$ cat src/mips_params.svh
`ifndef MIPS_PARAMS_SVH
`define MIPS_PARAMS_SVH

// Datapath and storage sizes
`define MIPS_XLEN        32
`define MIPS_REG_COUNT   32
`define MIPS_IMEM_DEPTH  256
`define MIPS_DMEM_DEPTH  256

// Primary opcodes, instr[31:26]
`define MIPS_OP_RTYPE    6'h00
`define MIPS_OP_ADDI     6'h08
`define MIPS_OP_LW       6'h23
`define MIPS_OP_SW       6'h2b
`define MIPS_OP_BEQ      6'h04
`define MIPS_OP_BNE      6'h05
`define MIPS_OP_J        6'h02

// R-type function codes, instr[5:0]
`define MIPS_FN_ADD      6'h20
`define MIPS_FN_SUB      6'h22
`define MIPS_FN_AND      6'h24
`define MIPS_FN_OR       6'h25
`define MIPS_FN_SLT      6'h2a

`endif

$ cat src/mips_pkg.sv
`include "mips_params.svh"

package mips_pkg;

   // Vectors with a meaning of their own
   typedef logic [`MIPS_XLEN-1:0]               word_t;
   typedef logic [$clog2(`MIPS_REG_COUNT)-1:0]  reg_addr_t;
   typedef logic [$clog2(`MIPS_IMEM_DEPTH)-1:0] imem_addr_t;
   typedef logic [$clog2(`MIPS_DMEM_DEPTH)-1:0] dmem_addr_t;

   // ALU function, picked in decode
   typedef enum logic [2:0]
   {
      ALU_ADD = 3'd0,
      ALU_SUB = 3'd1,
      ALU_AND = 3'd2,
      ALU_OR  = 3'd3,
      ALU_SLT = 3'd4
   } alu_op_t;

   // Operand source in EX
   typedef enum logic [1:0]
   {
      FWD_NONE = 2'd0,
      FWD_WB   = 2'd1,
      FWD_MEM  = 2'd2
   } fwd_sel_t;

endpackage

$ cat src/mips_reg_file.sv
`timescale 1ns/1ns
`include "mips_params.svh"

module mips_reg_file
(
   input  logic                CLK,
   input  logic                RESET,
   input  mips_pkg::reg_addr_t rs,
   input  mips_pkg::reg_addr_t rt,
   input  logic                we,
   input  mips_pkg::reg_addr_t wr_addr,
   input  mips_pkg::word_t     wr_data,
   input  mips_pkg::reg_addr_t dbg_addr,
   output mips_pkg::word_t     rs_data,
   output mips_pkg::word_t     rt_data,
   output mips_pkg::word_t     dbg_data
);
   import mips_pkg::*;

   // Register 0 has no storage
   word_t regs [1:`MIPS_REG_COUNT-1];

   // Read with bypass of a write in the same cycle
   function automatic word_t read_port(input reg_addr_t addr);
      word_t value;
      if (addr == '0)
         value = '0;
      else if (we && addr == wr_addr)
         value = wr_data;
      else
         value = regs[addr];
      return value;
   endfunction

   always_comb
   begin
      rs_data  = read_port(rs);
      rt_data  = read_port(rt);
      dbg_data = read_port(dbg_addr);
   end

   always_ff @(posedge CLK or posedge RESET)
   begin
      if (RESET)
      begin
         for (int i = 1; i < `MIPS_REG_COUNT; i++)
            regs[i] <= '0;
      end
      else if (we && wr_addr != '0)
         regs[wr_addr] <= wr_data;
   end

endmodule

$ cat src/mips_decode.sv
`timescale 1ns/1ns
`include "mips_params.svh"

module mips_decode
(
   input  logic                 CLK,
   input  logic                 RESET,
   input  mips_pkg::word_t      id_instr,
   input  mips_pkg::imem_addr_t id_pc_plus1,
   input  logic                 wb_reg_write,
   input  mips_pkg::reg_addr_t  wb_rd,
   input  mips_pkg::word_t      wb_data,
   input  mips_pkg::reg_addr_t  dbg_reg_addr,
   output logic                 stall,
   output logic                 redirect,
   output mips_pkg::imem_addr_t redirect_pc,
   output mips_pkg::word_t      dbg_reg_data,
   output mips_pkg::word_t      ex_rs_data,
   output mips_pkg::word_t      ex_rt_data,
   output mips_pkg::word_t      ex_imm,
   output mips_pkg::reg_addr_t  ex_rs,
   output mips_pkg::reg_addr_t  ex_rt,
   output mips_pkg::reg_addr_t  ex_rd,
   output mips_pkg::alu_op_t    ex_alu_op,
   output logic                 ex_alu_src,
   output logic                 ex_reg_dst,
   output logic                 ex_reg_write,
   output logic                 ex_mem_read,
   output logic                 ex_mem_write,
   output logic                 ex_mem_to_reg
);
   import mips_pkg::*;

   logic [5:0] opcode;
   logic [5:0] funct;
   reg_addr_t  rs;
   reg_addr_t  rt;
   reg_addr_t  rd;
   word_t      imm;
   word_t      rs_data;
   word_t      rt_data;
   alu_op_t    alu_op;
   logic       alu_src;
   logic       reg_dst;
   logic       reg_write;
   logic       mem_read;
   logic       mem_write;
   logic       mem_to_reg;
   logic       is_beq;
   logic       is_bne;
   logic       is_j;
   logic       taken;

   assign opcode = id_instr[31:26];
   assign funct  = id_instr[5:0];
   assign rs     = id_instr[25:21];
   assign rt     = id_instr[20:16];
   assign rd     = id_instr[15:11];
   assign imm    = {{(`MIPS_XLEN-16){id_instr[15]}}, id_instr[15:0]};

   mips_reg_file reg_file0
   (
      .CLK      (CLK),
      .RESET    (RESET),
      .rs       (rs),
      .rt       (rt),
      .we       (wb_reg_write),
      .wr_addr  (wb_rd),
      .wr_data  (wb_data),
      .dbg_addr (dbg_reg_addr),
      .rs_data  (rs_data),
      .rt_data  (rt_data),
      .dbg_data (dbg_reg_data)
   );

   //////////////////////////////////////////////////
   // Control decode

   always_comb
   begin
      alu_op     = ALU_ADD;
      alu_src    = 1'b0;
      reg_dst    = 1'b0;
      reg_write  = 1'b0;
      mem_read   = 1'b0;
      mem_write  = 1'b0;
      mem_to_reg = 1'b0;
      case (opcode)
         `MIPS_OP_RTYPE:
         begin
            reg_dst   = 1'b1;
            reg_write = 1'b1;
            case (funct)
               `MIPS_FN_ADD: alu_op = ALU_ADD;
               `MIPS_FN_SUB: alu_op = ALU_SUB;
               `MIPS_FN_AND: alu_op = ALU_AND;
               `MIPS_FN_OR:  alu_op = ALU_OR;
               `MIPS_FN_SLT: alu_op = ALU_SLT;
               default:      reg_write = 1'b0;   // all-zero word lands here
            endcase
         end
         `MIPS_OP_ADDI:
         begin
            alu_src   = 1'b1;
            reg_write = 1'b1;
         end
         `MIPS_OP_LW:
         begin
            alu_src    = 1'b1;
            reg_write  = 1'b1;
            mem_read   = 1'b1;
            mem_to_reg = 1'b1;
         end
         `MIPS_OP_SW:
         begin
            alu_src   = 1'b1;
            mem_write = 1'b1;
         end
         default:
         begin
         end
      endcase
   end

   //////////////////////////////////////////////////
   // Branch, jump and load-use stall

   assign is_beq = (opcode == `MIPS_OP_BEQ);
   assign is_bne = (opcode == `MIPS_OP_BNE);
   assign is_j   = (opcode == `MIPS_OP_J);

   // Operands come straight from the register file
   assign taken = (is_beq && rs_data == rt_data) || (is_bne && rs_data != rt_data) || is_j;

   // Load in EX feeding this instruction
   assign stall = ex_mem_read && ex_rt != '0 && (ex_rt == rs || ex_rt == rt);

   assign redirect    = taken && !stall;
   assign redirect_pc = is_j ? imem_addr_t'(id_instr) : id_pc_plus1 + imem_addr_t'(imm);

   //////////////////////////////////////////////////
   // ID/EX register

   always_ff @(posedge CLK or posedge RESET)
   begin
      if (RESET)
      begin
         ex_alu_op     <= ALU_ADD;
         ex_alu_src    <= 1'b0;
         ex_reg_dst    <= 1'b0;
         ex_reg_write  <= 1'b0;
         ex_mem_read   <= 1'b0;
         ex_mem_write  <= 1'b0;
         ex_mem_to_reg <= 1'b0;
      end
      else
      begin
         // A stall sends a bubble
         ex_alu_op     <= stall ? ALU_ADD : alu_op;
         ex_alu_src    <= alu_src && !stall;
         ex_reg_dst    <= reg_dst && !stall;
         ex_reg_write  <= reg_write && !stall;
         ex_mem_read   <= mem_read && !stall;
         ex_mem_write  <= mem_write && !stall;
         ex_mem_to_reg <= mem_to_reg && !stall;
      end
   end

   always_ff @(posedge CLK)
   begin
      ex_rs_data <= rs_data;
      ex_rt_data <= rt_data;
      ex_imm     <= imm;
      ex_rs      <= rs;
      ex_rt      <= rt;
      ex_rd      <= rd;
   end

endmodule

$ cat config.mk
export PLATFORM = sky130hd
export DESIGN_NAME = mips_decode
export DESIGN_NICKNAME = d
export VERILOG_FILES = /design/src/mips_pkg.sv /design/src/mips_reg_file.sv /design/src/mips_decode.sv
export VERILOG_INCLUDE_DIRS = /design/src
export SDC_FILE = /design/constraint.sdc
export NUM_CORES = 2
export LEC_CHECK = 0
export CAP_MARGIN = 15
export CELL_PAD_IN_SITES_DETAIL_PLACEMENT = 1
export CELL_PAD_IN_SITES_GLOBAL_PLACEMENT = 1
export CORE_ASPECT_RATIO = 1.5
export CORE_MARGIN = 2
export CORE_UTILIZATION = 40
export CTS_CLUSTER_SIZE = 8
export DETAILED_ROUTE_END_ITERATION = 6
export DONT_BUFFER_PORTS = 1
export PLACE_DENSITY_LB_ADDON = 0.1
export SETUP_SLACK_MARGIN = 0.02
export SYNTH_ARGS = -nofsm -noshare
export SYNTH_HDL_FRONTEND = slang
export SYNTH_SLANG_ARGS = --single-unit
$ cat constraint.sdc
create_clock -name CLK -period 78.8 [get_ports CLK]
set_input_delay 3.94 -clock CLK [delete_from_list [all_inputs] [get_ports CLK]]
set_output_delay 3.94 -clock CLK [all_outputs]
set_load 0.005 [all_outputs]
==> impl_metrics.toml <==
[floorplanning]
io_pins = 247
die_x_microns = 333
rows = 181
initial_core_util_pct = 40.2
die_height_microns = 498
core_area_sq_um = 162000
die_area_sq_um = 166000

[power]
vdd_drop_max_mv = 0.0227
power_leakage_nw = 28.6
p_seq_share_pct = 43.1
intPower_w = 0.00128
power.net_switching_w = 0.000528
p_total_w = 0.00180
power.share.switching_pct = 29.2
share_comb_of_total_power_pct = 21.9
p_clk_share_pct = 35.0
cellPowerDensity_nw_per_um2 = 25.6

[logic_synthesis]
synthFlopType = "dfrtp_1"
synth_top_area_share_pct = 38.5
synthCells = 4599
synth-edff-count = 0
syn_avg_cell_area_sq_um = 14.1
async_flop_share_pct = 91.7
synth_area_sq_um = 65000
ys_seq_area_share_pct = 41.3
yosys.area.top_type = "dfrtp_1"
ys_types = 72
yosysWarnings = 0
syn-num-nets = 4692
ys_seq_elements = 1090
netlist_top_cells_area = "dfrtp_1, mux4_2, mux2_2, dfxtp_1, mux2i_1"

[finish]
final_area_sq_um = 70500
largest_register = "reg_file0.regs"
fillers = 16000
syn_to_final_growth_pct = 8.40
largest_register_ffs = 992
drive_gt1_share_pct = 48.0
final_common_cell = "mux2_2"
layout.nets = 4382
largestRegisters = "reg_file0.regs x992, ex_rs_data x32, ex_rt_data x32"
mostFrequentLayoutCells = "mux2_2, dfrtp_1, mux4_2, clkbuf_16, nor2_1"

[global_route]
grt_max_degree = 270
gr-total-overflow = 0
grt.total_usage_pct = 32.2
antenna_found_initial = 3
first_global_vias = 47100
grt_pass1_wl_microns = 379000

[sta]
fin_crit_ns = 12.62
rsz0062_at_grt = "false"
setup_tns_ns = 0
tightest_slew_ns = 1.24
finalMaxSlewViolations = 0
slew_headroom_pct = 16.8
finalCritPeriodShare_pct = 16.0
finClkSkew_ns = 0.0267
max_freq_mhz = 79.2
hold_violations = 0
setup_viol = 0

[routing]
wl_microns = 267000
firstDrtPassIters = 7
wl_per_cell_microns = 41.2
vias = 44700
ant_nets = 0
avgViaCountPerCell = 6.91
first_iter_violations = 3669
drc = 3

[clock_tree]
postCtsHoldBufs = 0
cts_tree = "built"
cts_max_level = 4
cts-buffers-inserted = 154
cts-root-buf = "clkbuf_16"
clkTransAtPathRegs_ns = 0.05
cts_setup_buffers = 0
cts_resized = 0
cts_sinks = 1090
clk_latency_ns = 0.81
clk_path_buf_depth = 3

[placed_design]
hpwl_microns = 151000
gp_congestion = 0.822
port_buffers = 0
dpl_cell_area_sq_um = 66100

[critical_path]
crit_required_ns = 74.86
crit_chain = "nor2b_4, buf_4, a221oi_1, o31ai_1, mux2i_1, o21ai_0, xnor2_1, nand4_1, nor4_1, nand3_1, mux2_4, o211ai_2"
cp-end-kind = "output port"
path_delay_family = "simple AND/OR/NAND/NOR gates"
arrival_ns = 8.68
cpPeakStageDelay_ns = 0.89
cp-start-kind = "primary input"
path_buf_inv = 1
path_max_fanout = 250
cp_slowest_cell = "nor2b_4"
path_class = "in -> out"

[run_status]
violations = "DRC"
status = "complete, but fails checks"

[hold_path]
min_path_type = "reg -> reg"

[run]
drv_cap = 0
## through the flow
stage	utilization, %	worst slack, ns	hold WS, ns	cells
after floorplan	-	46.72	0.507	4599
after global placement	40.9	66.82	0.518	6236
after detailed placement	40.9	66.78	0.532	6237
after CTS	43.6	66.79	0.544	6474
after global routing	43.6	66.33	0.558	6475
final	43.6	66.18	0.542	6475
## path summary, 6_finish.rpt
| check | startpoint | to | slack [ns] | cells past startpoint |
|---|---|---|---|---|
| worst max-delay path | id_instr[21] | redirect | 66.18 | 12 |
| worst min-delay path | reg_file0.regs[433] | reg_file0.regs[433] | 0.54 | 1 |
| worst max register to register | ex_rt[1] | ex_alu_op[1] | 76.25 | 7 |
| worst min register to register | reg_file0.regs[433] | reg_file0.regs[433] | 0.54 | 1 |
| max in group asynchronous | RESET | reg_file0.regs[200] | 72.44 | 4 |
| min in group asynchronous | RESET | reg_file0.regs[318] | 3.13 | 1 |
## power by group through the flow
stage | Sequential, W | Combinational (W) | Clock, W
CTS | 0.000774 | 0.000396 | 0.000645
floorplan | 0.000740 | 0.000330 | 0
global route | 0.000794 | 0.000416 | 0.000665
finish | 0.000777 | 0.000396 | 0.000631
global placement | 0.000776 | 0.000389 | 0
detailed placement | 0.000783 | 0.000394 | 0
## kinds of logic (layout without fill, tap and decap cells)
logic type / after synthesis / in the layout / share of synthesized area (%)
adders and majority gates: 8 / 8 / 0.166
muxes: 1918 / 1918 / 45.0
xor gates and xnor gates: 63 / 63 / 0.849
and+or+nand+nor: 456 / 456 / 3.31
AOI/OAI and AO/OA: 518 / 518 / 5.71
DFF: 1090 / 1090 / 41.3
buffers and inverters: 546 / 317 / 3.71
other: 0 / 1 / 0
## worst register-to-register path, stage by stage (launching register included)
cell,delay [ns]
dfxtp_1,0.37
or4_1,0.52
o21ai_0,0.16
a21oi_1,0.11
or3_1,0.42
nor3_1,0.28
nand3b_1,0.25
nor4b_1,0.34
## cell usage after synthesis, types with 6 or more instances
cell	count
nor2_1	162
mux2i_1	119
xor2_1	21
xnor2_1	42
nand3_1	34
nand2b_1	12
mux4_2	691
nand2_1	93
a221oi_1	96
dfrtp_1	1000
dfxtp_1	90
buf_6	10
buf_4	37
nor2b_1	31
nand4_1	9
a21oi_1	86
o31ai_1	13
nand3b_1	6
a22o_1	9
a211oi_1	35
o21ai_0	66
buf_1	88
or3_1	6
mux2_2	1107
and2_1	8
a2111oi_0	38
inv_1	13
nor3_1	48
ha_1	7
o211ai_1	7
o22ai_1	42
buf_2	91
clkbuf_1	304
o2111ai_1	7
o221ai_1	11
nor4_1	27
a22oi_1	61
## metal layers
metal,wire (microns),vias up,track usage (%)
met1,107000,24900,41.5
met2,128000,1787,52.0
met4,12500,0,14.0
met3,19600,499,7.32
li1,-,17500,-
met5,0,-,0
## cell type report
cell class                      count  area [sq um]  share of cell area [%]
Inverter                           14          60.1                  0.0852
Clock inverter                      9           123                   0.174
Antenna cell                        1          2.50                 0.00355
Tap cell                         2104          2630                    3.74
Timing Repair Buffer               66           512                   0.726
Multi-Input combinational cell   2963         36100                    51.2
Clock buffer                      228          4220                    5.98
Sequential cell                  1090         26800                    38.1
(Power assumes the default switching activity.)
