$ cat src/mips_params.svh
`ifndef MIPS_PARAMS_SVH
`define MIPS_PARAMS_SVH

// Datapath and storage sizes
`define MIPS_XLEN        32
`define MIPS_REG_COUNT   32
`define MIPS_IMEM_DEPTH  256
`define MIPS_DMEM_DEPTH  256

// Primary opcodes, instr[31:26]
`define MIPS_OP_RTYPE    6'h00
`define MIPS_OP_ADDI     6'h08
`define MIPS_OP_LW       6'h23
`define MIPS_OP_SW       6'h2b
`define MIPS_OP_BEQ      6'h04
`define MIPS_OP_BNE      6'h05
`define MIPS_OP_J        6'h02

// R-type function codes, instr[5:0]
`define MIPS_FN_ADD      6'h20
`define MIPS_FN_SUB      6'h22
`define MIPS_FN_AND      6'h24
`define MIPS_FN_OR       6'h25
`define MIPS_FN_SLT      6'h2a

`endif

$ cat src/mips_pkg.sv
`include "mips_params.svh"

package mips_pkg;

   // Vectors with a meaning of their own
   typedef logic [`MIPS_XLEN-1:0]               word_t;
   typedef logic [$clog2(`MIPS_REG_COUNT)-1:0]  reg_addr_t;
   typedef logic [$clog2(`MIPS_IMEM_DEPTH)-1:0] imem_addr_t;
   typedef logic [$clog2(`MIPS_DMEM_DEPTH)-1:0] dmem_addr_t;

   // ALU function, picked in decode
   typedef enum logic [2:0]
   {
      ALU_ADD = 3'd0,
      ALU_SUB = 3'd1,
      ALU_AND = 3'd2,
      ALU_OR  = 3'd3,
      ALU_SLT = 3'd4
   } alu_op_t;

   // Operand source in EX
   typedef enum logic [1:0]
   {
      FWD_NONE = 2'd0,
      FWD_WB   = 2'd1,
      FWD_MEM  = 2'd2
   } fwd_sel_t;

endpackage

$ cat src/mips_execute.sv
`timescale 1ns/1ns
`include "mips_params.svh"

module mips_execute
(
   input  logic                CLK,
   input  logic                RESET,
   input  mips_pkg::word_t     ex_rs_data,
   input  mips_pkg::word_t     ex_rt_data,
   input  mips_pkg::word_t     ex_imm,
   input  mips_pkg::reg_addr_t ex_rs,
   input  mips_pkg::reg_addr_t ex_rt,
   input  mips_pkg::reg_addr_t ex_rd,
   input  mips_pkg::alu_op_t   ex_alu_op,
   input  logic                ex_alu_src,
   input  logic                ex_reg_dst,
   input  logic                ex_reg_write,
   input  logic                ex_mem_read,
   input  logic                ex_mem_write,
   input  logic                ex_mem_to_reg,
   input  mips_pkg::reg_addr_t wb_rd,
   input  logic                wb_reg_write,
   input  mips_pkg::word_t     wb_data,
   output mips_pkg::word_t     mem_alu_result,
   output mips_pkg::word_t     mem_store_data,
   output mips_pkg::reg_addr_t mem_rd,
   output logic                mem_reg_write,
   output logic                mem_mem_read,
   output logic                mem_mem_write,
   output logic                mem_mem_to_reg
);
   import mips_pkg::*;

   fwd_sel_t  fwd_a;
   fwd_sel_t  fwd_b;
   word_t     opnd_a;
   word_t     opnd_b;
   word_t     alu_b;
   word_t     alu_result;
   reg_addr_t dest;

   //////////////////////////////////////////////////
   // Forwarding

   // The younger result in MEM wins over WB
   function automatic fwd_sel_t pick_fwd(input reg_addr_t src);
      fwd_sel_t sel;
      if (mem_reg_write && mem_rd != '0 && mem_rd == src)
         sel = FWD_MEM;
      else if (wb_reg_write && wb_rd != '0 && wb_rd == src)
         sel = FWD_WB;
      else
         sel = FWD_NONE;
      return sel;
   endfunction

   function automatic word_t fwd_value(input fwd_sel_t sel, input word_t reg_value);
      word_t value;
      case (sel)
         FWD_MEM: value = mem_alu_result;
         FWD_WB:  value = wb_data;
         default: value = reg_value;
      endcase
      return value;
   endfunction

   always_comb
   begin
      fwd_a  = pick_fwd(ex_rs);
      fwd_b  = pick_fwd(ex_rt);
      opnd_a = fwd_value(fwd_a, ex_rs_data);
      opnd_b = fwd_value(fwd_b, ex_rt_data);
   end

   //////////////////////////////////////////////////
   // ALU

   assign alu_b = ex_alu_src ? ex_imm : opnd_b;

   always_comb
   begin
      case (ex_alu_op)
         ALU_SUB: alu_result = opnd_a - alu_b;
         ALU_AND: alu_result = opnd_a & alu_b;
         ALU_OR:  alu_result = opnd_a | alu_b;
         ALU_SLT:
            alu_result = {{(`MIPS_XLEN-1){1'b0}}, $signed(opnd_a) < $signed(alu_b)};
         default: alu_result = opnd_a + alu_b;
      endcase
   end

   assign dest = ex_reg_dst ? ex_rd : ex_rt;

   //////////////////////////////////////////////////
   // EX/MEM register

   always_ff @(posedge CLK or posedge RESET)
   begin
      if (RESET)
      begin
         mem_reg_write  <= 1'b0;
         mem_mem_read   <= 1'b0;
         mem_mem_write  <= 1'b0;
         mem_mem_to_reg <= 1'b0;
      end
      else
      begin
         mem_reg_write  <= ex_reg_write;
         mem_mem_read   <= ex_mem_read;
         mem_mem_write  <= ex_mem_write;
         mem_mem_to_reg <= ex_mem_to_reg;
      end
   end

   always_ff @(posedge CLK)
   begin
      mem_alu_result <= alu_result;
      mem_store_data <= opnd_b;   // forwarded value, not the stale read
      mem_rd         <= dest;
   end

endmodule

$ cat config.mk
export PLATFORM = sky130hd
export DESIGN_NAME = mips_execute
export DESIGN_NICKNAME = d
export VERILOG_FILES = /design/src/mips_pkg.sv /design/src/mips_execute.sv
export VERILOG_INCLUDE_DIRS = /design/src
export SDC_FILE = /design/constraint.sdc
export NUM_CORES = 1
export LEC_CHECK = 0
export CAP_MARGIN = 0
export CORE_ASPECT_RATIO = 1.5
export CORE_UTILIZATION = 45
export CTS_CLUSTER_DIAMETER = 200
export DETAILED_ROUTE_END_ITERATION = 10
export DONT_BUFFER_PORTS = 1
export PLACE_DENSITY = 0.63
export SLEW_MARGIN = 20
export SYNTH_ARGS = -nofsm -noshare
export SYNTH_HDL_FRONTEND = slang
export SYNTH_SLANG_ARGS = --single-unit
$ cat constraint.sdc
create_clock -name CLK -period 4.9 [get_ports CLK]
set_clock_uncertainty 0.1 [all_clocks]
set_input_delay 0 -clock CLK [delete_from_list [all_inputs] [get_ports CLK]]
set_output_delay 0 -clock CLK [all_outputs]
set_load 0.01 [all_outputs]
==> run summary, run 1 <==
WL final -> 30,160 µm
Design area -> 9976 µm²
Final ANT Viol Nets -> 0
Unique cell type count in the Yosys netlist -> 75
Antenna violations before repair -> 1
Synth area leaders -> dfxtp_1, ha_1, mux2i_1, o21ai_0, nand2_1
Postcts setup bufs -> 0
Commonest cells in the synthesized netlist -> nand2_1, o21ai_0, inv_1, ha_1, nor2_1
Final Power -> 2.698 mW
Iteration count of the initial detailed-routing pass -> 5
Total GRT Usage -> 0.3113
Clock transition at the registers of the reported paths -> 0.07 ns
Crit Path Class -> reg -> reg
Ordered cell list for the critical path -> or4_1, o21ai_4, nor4_4, buf_12, o21ai_0, mux2_2, inv_1, ha_1, nor4_1, a211oi_2, o41a_1, a221o_2, a21bo_4, a41oi_2, mux2i_1, nand3_1
Via-to-Cell Ratio -> 6.162
Dpl hpwl -> 22,340 µm
Mean post-synth cell area -> 7.498 µm²
RSZ-0062 raised after global routing -> true
Hold slack -> 0.0008942 ns
Outcome -> finished, final reports clean
Area leader, netlist -> dfxtp_1
CP Data Arrival Time -> 4.87 ns
Max Cap Viol -> 0
Vias in the first global route -> 8,809
Sequential fraction of the synthesis area -> 0.1777
Area share of the largest cell type after synthesis -> 0.1657
FF+latch count, synth -> 73
DRC Markers -> 0
Port bufs -> 0
Synthesized cell area -> 8338 µm²
First-pass GRT wire length -> 46,060 µm
Die span in x -> 113.1 µm
Hold Fails Final Rpt -> 0
Post-synth EDFFs -> 0
Syn_nets -> 1,370
Rows -> 60
Worst path buffer plus inverter count -> 2
Max rail drop VDD -> 0.0001462 V
Top layer in use -> met5
Fin crit share -> 0.9645
Slew Limit Fails -> 0
DP Area -> 8777 µm²
Setup TNS -> 0 ns
DIE AREA -> 19,090 µm²
Hold/Removal Path Class -> in -> reg
CTS Root Buffer Type -> clkbuf_16
WL/cell -> 21.44 µm
Worst setup SP type -> register
Slowest CP cell -> nor4_1
Die Y-Extent -> 168.7 µm
Fill cells -> 1,714
Slowest cell delay on critical path -> 0.58 ns
CTS tree -> built
Initial core utilization -> 0.4628
Met2 WL -> 15,630 µm
Most frequent cell after synthesis -> nand2_1
Synth Instances -> 1,112
Max FO, Critical Path -> 41
CTS max path bufs -> 2
Crit-path leading delay family -> compound AO/OA/AOI/OAI gates
Vias -> 8,670
Final setup fails -> 0
Core area -> 18,020 µm²
Slew HR -> 0.2867
Metal-1 WL -> 11,050 µm
GPL Wtd Cong -> 0.9469
Skew-Pair Late Insertion Delay -> 0.35 ns
Final min period -> 4.726 ns
Fmax achieved -> 211.6 MHz
Wire length on met3 -> 1685 µm
Largest net degree at the start of global routing -> 65
Nets -> 1,443
PwrDens -> 270.4 nW/µm²
Grt ovf -> 0
Share of cells above drive strength 1 -> 0.1151
Req. time, crit path -> 5.04 ns
N_diodes -> 0
Top Registers -> mem_alu_result (32), mem_store_data (32), mem_rd (5)
H-tree levels -> 3
Drt initial violations -> 463
FFs w/ async S/R, synth -> 0.05479
Clock sinks -> 73
Top-level port count -> 233
Synth warn -> 0
Slew at the pin closest to its max-slew limit -> 1.070 ns
Endpoint class of the critical path -> register
P&R area growth vs syn -> 19.64%
Dominant synthesized flop cell -> dfxtp_1
TritonCTS buffer count -> 9
Leakage -> 4.106 nW
-- cell families after synthesis --
logic type               share of synthesized area
flip-flops                                  0.1777
multiplexers                                0.1328
AND/OR/NAND/NOR                             0.1556
XOR/XNOR                                   0.02836
buffers and inverters                      0.07443
AO/OA/AOI/OAI                               0.2823
adder cells (fa/ha/maj)                     0.1489
-- worst paths after layout --
kind / start / to / slack, ns / depth (start not counted)
min in group asynchronous: RESET / mem_mem_write / 0.43 / 3
max in group asynchronous: RESET / mem_mem_read / 4.09 / 3
worst max-delay path: mem_rd[4] / mem_alu_result[31] / 0.17 / 16
worst min-delay path: ex_imm[31] / mem_alu_result[31] / 0.0009 / 5
worst min register to register: mem_alu_result[18] / mem_store_data[18] / 0.47 / 2
worst max register to register: mem_rd[4] / mem_alu_result[31] / 0.17 / 16
-- routing by layer --
layer / global-route usage / vias to the layer above
met2: 0.5796 / 368
met5: 0 / -
met1: 0.3201 / 4056
li1: - / 4125
met3: 0.05335 / 119
met4: 0.1922 / 2
-- power by group --
part	internal (mW)	switching (mW)
Sequential	0.694	0.144
Clock	0.357	0.300
Combinational	0.510	0.692
-- stage by stage --
stage	std cells	setup slack, ns	utilization
2_1_floorplan	1112	0.1466	-
3_3_place_gp	1307	-0.03586	0.4872
3_5_place_dp	1307	-0.08160	0.4872
4_1_cts	1407	0.06425	0.5498
5_1_grt	1407	0.007732	0.5537
6_report	1407	0.1738	0.5537
-- area by class of cell --
cell class / instances / area [µm²] / share of cell area
clock inverter: 6 / 41.29 / 0.004139
inverter: 100 / 375.4 / 0.03763
tap: 217 / 271.5 / 0.02722
sequential: 73 / 1484 / 0.1488
timing repair buffer: 125 / 1186 / 0.1189
multi-input combinational: 876 / 6379 / 0.6394
clock buffer: 10 / 239.0 / 0.02396
-- tightest hold or removal path, stage by stage --
cell and delay (ns):
mux2i_1 0.10, inv_1 0.08, ha_1 0.13, a21oi_1 0.06, nand3_1 0.05
-- what timing repair did --
action / CTS / global route
hold endpoints to repair: 55 / 0
hold buffers: 84 / 0
gates cloned: 0 / 0
resized for setup: 2 / 19
pin swaps: 0 / 2
setup endpoints to repair: 2 / 14
-- layout by cell type (no fill, tap or decap), types with 5 or more instances in the layout --
cell type      instances
nand2b_1              18
dlygate4sd3_1         84
a211oi_1               8
nor2_1                84
xor2_1                 8
o211ai_1              12
o221a_2                6
dfxtp_1               67
clkbuf_16              9
o21ai_1                5
a31oi_1                7
mux2i_1               69
o22ai_1               11
o31ai_1               10
nand2_1              114
buf_4                 38
a221oi_1              15
inv_1                 98
xnor2_1               17
nand4_1                5
ha_1                  95
o21bai_1              13
mux2_2                37
a21oi_1               76
o21ai_0              107
nor3_1                13
nor2b_1               11
a21o_1                11
a211o_1                5
o221ai_1              14
nand3_1               18
(Power assumes the default switching activity.)
==> run 2: changes to the inputs <==
--- a/config.mk
+++ b/config.mk
@@ -7,12 +7,14 @@
 export NUM_CORES = 1
 export LEC_CHECK = 0
 export CAP_MARGIN = 0
+export CELL_PAD_IN_SITES_DETAIL_PLACEMENT = 1
+export CELL_PAD_IN_SITES_GLOBAL_PLACEMENT = 1
 export CORE_ASPECT_RATIO = 1.5
-export CORE_UTILIZATION = 45
+export CORE_UTILIZATION = 43
 export CTS_CLUSTER_DIAMETER = 200
 export DETAILED_ROUTE_END_ITERATION = 10
 export DONT_BUFFER_PORTS = 1
-export PLACE_DENSITY = 0.63
+export PLACE_DENSITY = 0.8
 export SLEW_MARGIN = 20
 export SYNTH_ARGS = -nofsm -noshare
 export SYNTH_HDL_FRONTEND = slang
==> run summary, run 2 (same netlist as run 1, synthesis figures left out) <==
PwrDens -> 277.9 nW/µm² (+2.8%)
Dpl hpwl -> 24,170 µm (+8.2%)
CTS tree -> built
Max rail drop VDD -> 0.0001875 V (+28%)
Nets -> 1,452 (+0.62%)
Hold Fails Final Rpt -> 0 (unchanged)
CTS max path bufs -> 2 (unchanged)
Most frequent cells in the layout -> nand2_1, o21ai_0, inv_1
Initial core utilization -> 0.4369 (-0.02585)
Clock sinks -> 73 (unchanged)
Fin crit share -> 1.000 (+0.03580)
Cells after DPL -> 1,352 (+3.4%)
GPL Wtd Cong -> 0.9492 (+0.24%)
Failing checks -> setup timing
Final Non-Filler Cells -> 1,457 (+3.6%)
Endpoint class of the critical path -> register
Largest net degree at the start of global routing -> 42 (-35%)
Rows -> 62 (+3.3%)
Via-to-Cell Ratio -> 6.418 (+4.2%)
WP depth -> 18 (+2)
Final min period -> 4.902 ns (+0.1754 ns)
Drt initial violations -> 570 (+23%)
Max Cap Viol -> 0 (unchanged)
Clock transition at the registers of the reported paths -> 0.06 ns (about the same)
Top-level port count -> 233 (unchanged)
Worst setup SP type -> register
Vias in the first global route -> 10,089 (+15%)
Cells on Worst Hold Path -> 4 (-1)
Grt ovf -> 0 (unchanged)
Max FO, Critical Path -> 41 (unchanged)
Cells on worst reg2reg path -> 18 (+2)
Die Y-Extent -> 172.5 µm (+2.3%)
Design area -> 10,180 µm² (+2.1%)
Crit-path leading delay family -> compound AO/OA/AOI/OAI gates
TritonCTS buffer count -> 9 (unchanged)
DP Area -> 8872 µm² (+1.1%)
Leakage -> 4.171 nW (+1.6%)
Setup TNS -> -0.001635 ns (-0.001635 ns)
Worst path buffer plus inverter count -> 3 (+1)
Final setup fails -> 1 (+1)
Core area -> 19,080 µm² (+5.9%)
Ordered cell list for the critical path -> or4_4, o21ai_4, nor4_2, buf_12, o21ai_0, inv_1, ha_1, fa_2, nor2_2, o311a_1, o32ai_1, o41ai_1, buf_4, a211o_1, nand2_1, a32o_1, o22ai_1, o211ai_1
First-pass GRT wire length -> 54,020 µm (+17%)
Share of cells above drive strength 1 -> 0.1326 (+0.01748)
Slew HR -> 0.3363 (+0.04957)
Slew Limit Fails -> 0 (unchanged)
CP Data Arrival Time -> 5.04 ns (+0.17 ns)
Total GRT Usage -> 0.3523 (+0.04101)
WL/cell -> 24.94 µm (+16%)
Slowest cell delay on critical path -> 0.54 ns (-0.04 ns)
Req. time, crit path -> 5.04 ns (about the same)
DIE AREA -> 19,960 µm² (+4.6%)
Final ANT Viol Nets -> 0 (unchanged)
CTS Root Buffer Type -> clkbuf_16
DRC Markers -> 0 (unchanged)
Iteration count of the initial detailed-routing pass -> 5 (unchanged)
Slew at the pin closest to its max-slew limit -> 0.9940 ns (-0.07593 ns)
H-tree levels -> 3 (unchanged)
Antenna violations before repair -> 2 (+1)
Skew-Pair Late Insertion Delay -> 0.38 ns (+0.03 ns)
WL final -> 36,340 µm (+20%)
P&R area growth vs syn -> 22.10%
PnR worst setup slack -> -0.001635 ns (-0.1754 ns)
Most common cell after layout, fill and taps aside -> nand2_1
Vias -> 9,351 (+7.9%)
Die span in x -> 115.7 µm (+2.3%)
Crit Path Class -> reg -> reg
Hold slack -> 0.01722 ns (+0.01633 ns)
Slowest CP cell -> or4_4
Outcome -> finished, violations left
Port bufs -> 0 (unchanged)
Top Registers -> mem_alu_result (32), mem_store_data (32), mem_rd (5)
Final Power -> 2.830 mW (+4.9%)
Fmax achieved -> 204.0 MHz (-3.6%)
Hold/Removal Path Class -> in -> reg
==> run 2: report_power, final <==
group          internal, mW  total [mW]  switching [mW]
clock network         0.406       0.705           0.299
logic                 0.528        1.29           0.757
registers             0.695       0.839           0.144
total                  1.63        2.83            1.20
==> run 2: metrics by stage <==
stage / utilization / setup slack [ns]
floorplan: - / 0.1466
global placement: 0.4649 / 0.2412
detailed placement: 0.4649 / -0.001835
CTS: 0.5248 / 0.04418
global route: 0.5335 / -0.1123
finish: 0.5335 / -0.001635
==> run 2: tightest hold or removal path, cell delays in order <==
cell	delay (ns)
mux2_2	0.17
ha_4	0.16
nand2_1	0.05
o221ai_1	0.06
==> run 2: routing by layer <==
layer / part of all wire / vias up / GRT usage
li1: - / 4141 / -
met1: 0.35 / 4574 / 0.3500
met2: 0.52 / 451 / 0.6407
met3: 0.055 / 185 / 0.06590
met4: 0.070 / 0 / 0.2505
met5: 0 / - / 0
==> run 2: final timing paths <==
path	from	endpoint	slack, ns
hold reg to reg	mem_alu_result[24]	mem_store_data[24]	0.47
hold / removal	ex_imm[11]	mem_alu_result[11]	0.02
max in group asynchronous	RESET	mem_mem_read	4.12
setup / recovery	mem_rd[0]	mem_alu_result[20]	-0.002
setup reg to reg	mem_rd[0]	mem_alu_result[20]	-0.002
min in group asynchronous	RESET	mem_reg_write	0.41
==> run 2: layout make-up <==
class / count / area [µm²]
clock buffer: 11 / 242.7
tap: 256 / 320.3
fill: 2386 / 8902
antenna: 2 / 5.005
multi-input combinational: 876 / 6431
timing repair buffer: 134 / 1266
inverter: 100 / 375.4
clock inverter: 5 / 55.05
sequential: 73 / 1485
==> run 2: what timing repair did <==
action / 4_1_cts / 5_1_grt
buffers inserted: 0 / 3
gates resized for setup: 1 / 39
hold endpoints to repair: 57 / 0
pin swaps: 0 / 8
hold buffers: 84 / 0
endpoints found under the setup margin: 2 / 20
==> run 3: changes to the inputs <==
--- a/config.mk
+++ b/config.mk
@@ -10,11 +10,12 @@
 export CELL_PAD_IN_SITES_DETAIL_PLACEMENT = 1
 export CELL_PAD_IN_SITES_GLOBAL_PLACEMENT = 1
 export CORE_ASPECT_RATIO = 1.5
+export CORE_MARGIN = 2
 export CORE_UTILIZATION = 43
 export CTS_CLUSTER_DIAMETER = 200
 export DETAILED_ROUTE_END_ITERATION = 10
 export DONT_BUFFER_PORTS = 1
-export PLACE_DENSITY = 0.8
+export PLACE_DENSITY_LB_ADDON = 0.15
 export SLEW_MARGIN = 20
 export SYNTH_ARGS = -nofsm -noshare
 export SYNTH_HDL_FRONTEND = slang
==> run summary, run 3 (same netlist as run 1, synthesis figures left out) <==
Outcome -> finished, violations left
Failing checks -> setup timing
DRC Markers -> 0 (unchanged)
Hold path start -> ex_alu_op[2]
Design area -> 10,410 µm² (+2.3%)
Max rail drop VDD -> 0.0001695 V (-9.6%)
Hold Fails Final Rpt -> 0 (unchanged)
Core area -> 19,080 µm² (unchanged)
Iteration count of the initial detailed-routing pass -> 7 (+2)
Top-level port count -> 233 (unchanged)
Clock power share -> 0.228 (-0.021)
First-pass GRT wire length -> 56,220 µm (+4.1%)
Final Power -> 2.840 mW (+0.35%)
PwrDens -> 272.7 nW/µm² (-1.9%)
Fill cells -> 2,330 (-2.3%)
Drt initial violations -> 473 (-17%)
Worst setup SP type -> register
Sequential share of power -> 0.302 (+0.005)
Cells on worst reg2reg path -> 18 (unchanged)
Max Cap Viol -> 0 (unchanged)
Dpl hpwl -> 25,900 µm (+7.2%)
Port bufs -> 0 (unchanged)
Ordered cell list for the critical path -> buf_4, xnor2_2, nand3_1, nor4_4, buf_12, buf_4, o21ai_0, mux2_2, ha_2, nor2b_1, o21ai_0, a31oi_2, o41a_1, a221o_2, a21bo_4, a41oi_2, mux2i_1, nand3_1
Vias in the first global route -> 10,144 (+0.55%)
Endpoint class of the critical path -> register
Top Registers -> mem_alu_result (32), mem_store_data (32), mem_rd (5)
Grt ovf -> 0 (unchanged)
Initial core utilization -> 0.4369 (unchanged)
Worst Hold Endpoint -> mem_alu_result[16]
Most common cell after layout, fill and taps aside -> nand2_1
Slew HR -> 0.1625 (-0.1738)
Comb power frac -> 0.470 (+0.016)
Switch Pwr -> 1.257 mW (+4.6%)
Antenna violations before repair -> 1 (-1)
Fmax achieved -> 200.7 MHz (-1.6%)
Flop2flop setup slack -> -0.08 ns (-0.08 ns)
Rows -> 62 (unchanged)
CTS tree -> built
Place WS -> -0.09047 ns (-0.08863 ns)
Clock transition at the registers of the reported paths -> 0.07 ns (about the same)
TritonCTS buffer count -> 9 (unchanged)
Vias -> 9,436 (+0.91%)
CTS max path bufs -> 2 (unchanged)
Die Y-Extent -> 174.5 µm (+1.2%)
WL/cell -> 26.86 µm (+7.7%)
Largest net degree at the start of global routing -> 36 (-14%)
Cells on Worst Hold Path -> 4 (unchanged)
Final ANT Viol Nets -> 0 (unchanged)
P&R area growth vs syn -> 24.86%
Share of cells above drive strength 1 -> 0.1492 (+0.01661)
Setup TNS -> -0.08958 ns (-0.08795 ns)
RR Endpoint -> mem_alu_result[31]
FF-to-FF Start -> mem_rd[0]
Max FO, Critical Path -> 12 (-71%)
Via-to-Cell Ratio -> 6.423 (about the same)
Switching portion of total power -> 0.4425 (+0.01820)
DP Area -> 8930 µm² (+0.65%)
PnR worst setup slack -> -0.08236 ns (-0.08073 ns)
Crit Path Class -> reg -> reg
Slew Limit Fails -> 0 (unchanged)
Final setup fails -> 3 (+2)
Most frequent cells in the layout -> nand2_1, o21ai_0, inv_1
Top layer in use -> met5
DIE AREA -> 20,540 µm² (+2.9%)
Slew at the pin closest to its max-slew limit -> 1.246 ns (+0.2519 ns)
Total GRT Usage -> 0.3506 (-0.001788)
Int Pwr -> 1.583 mW (-2.8%)
Wire length on met3 -> 2310 µm (+15%)
N_diodes -> 0 (-2)
Metal-1 WL -> 13,260 µm (+4.1%)
Clock sinks -> 73 (unchanged)
Fin crit share -> 1.017 (+0.01647)
Hold/Removal Path Class -> in -> reg
RSZ-0062 raised after global routing -> true
Met2 WL -> 21,080 µm (+11%)
Slowest cell delay on critical path -> 0.48 ns (-0.06 ns)
H-tree levels -> 3 (unchanged)
Slowest CP cell -> o41a_1
Skew-Pair Late Insertion Delay -> 0.36 ns (-0.02 ns)
Die span in x -> 117.7 µm (+1.7%)
Leakage -> 4.275 nW (+2.5%)
Req. time, crit path -> 5.05 ns (about the same)
WL final -> 39,460 µm (+8.6%)
GPL Wtd Cong -> 0.9914 (+4.4%)
Nets -> 1,466 (+0.96%)
CP Data Arrival Time -> 5.13 ns (+0.09 ns)
CTS Root Buffer Type -> clkbuf_16
Final min period -> 4.982 ns (+0.08073 ns)
[run 3: worst max path at each step]
stage               startpoint            endpoint  slack, ns
floorplan            mem_rd[4]  mem_alu_result[31]       0.15
global placement     mem_rd[4]  mem_alu_result[30]       0.03
detailed placement   mem_rd[4]  mem_alu_result[31]      -0.09
CTS                  mem_rd[4]  mem_alu_result[31]       0.01
global route         mem_rd[4]  mem_alu_result[31]      -0.14
finish               mem_rd[0]  mem_alu_result[31]      -0.08
[run 3: routing by layer]
layer / GRT usage / up-vias
met3: 0.06890 / 183
met1: 0.3292 / 4568
met5: 0 / -
met2: 0.6785 / 504
li1: - / 4179
met4: 0.2284 / 2
[run 3: area by class of cell]
cell class	count	area, µm²	share of cell area
clock buffers	11	232.7	0.02235
clock inverters	5	32.53	0.003125
inverters	100	375.4	0.03605
multi-input cells	876	6526	0.6268
flip-flops and latches	73	1488	0.1429
well taps	256	320.3	0.03077
repair buffers	148	1436	0.1380
[run 3: critical path, delay by kind of cell, from the launching register on]
family,cells,cell delay [ns]
AOI/OAI and AO/OA,7,1.89
buffers and inverters,3,0.52
xor gates and xnor gates,1,0.20
adders and majority gates,1,0.45
DFF,1,0.34
muxes,2,0.56
and+or+nand+nor,4,0.79
[run 3: stage by stage]
step	utilization	cells	hold slack, ns
after global routing	0.5456	1469	0.04871
after global placement	0.4679	1359	-0.3262
after detailed placement	0.4679	1359	-0.3190
after floorplan	-	1112	-0.3339
after CTS	0.5283	1460	0.009260
final	0.5456	1469	0.002341
[run 3: power by group through the flow]
stage	Clock (mW)	Combinational, mW	Sequential [mW]
finish	0.648	1.34	0.856
global route	0.669	1.43	0.862
CTS	0.651	1.23	0.845
detailed placement	0	1.15	0.856
global placement	0	1.13	0.856
floorplan	0	0.798	0.810
[run 3: timing repair]
action                                  in CTS  in global routing
cloned                                       0                  2
pin swaps                                    1                 15
endpoints found under the setup margin       6                 20
resized for setup                            9                 53
hold endpoints to repair                    53                  0
setup buffers                                0                  7
hold buffers                                85                  0
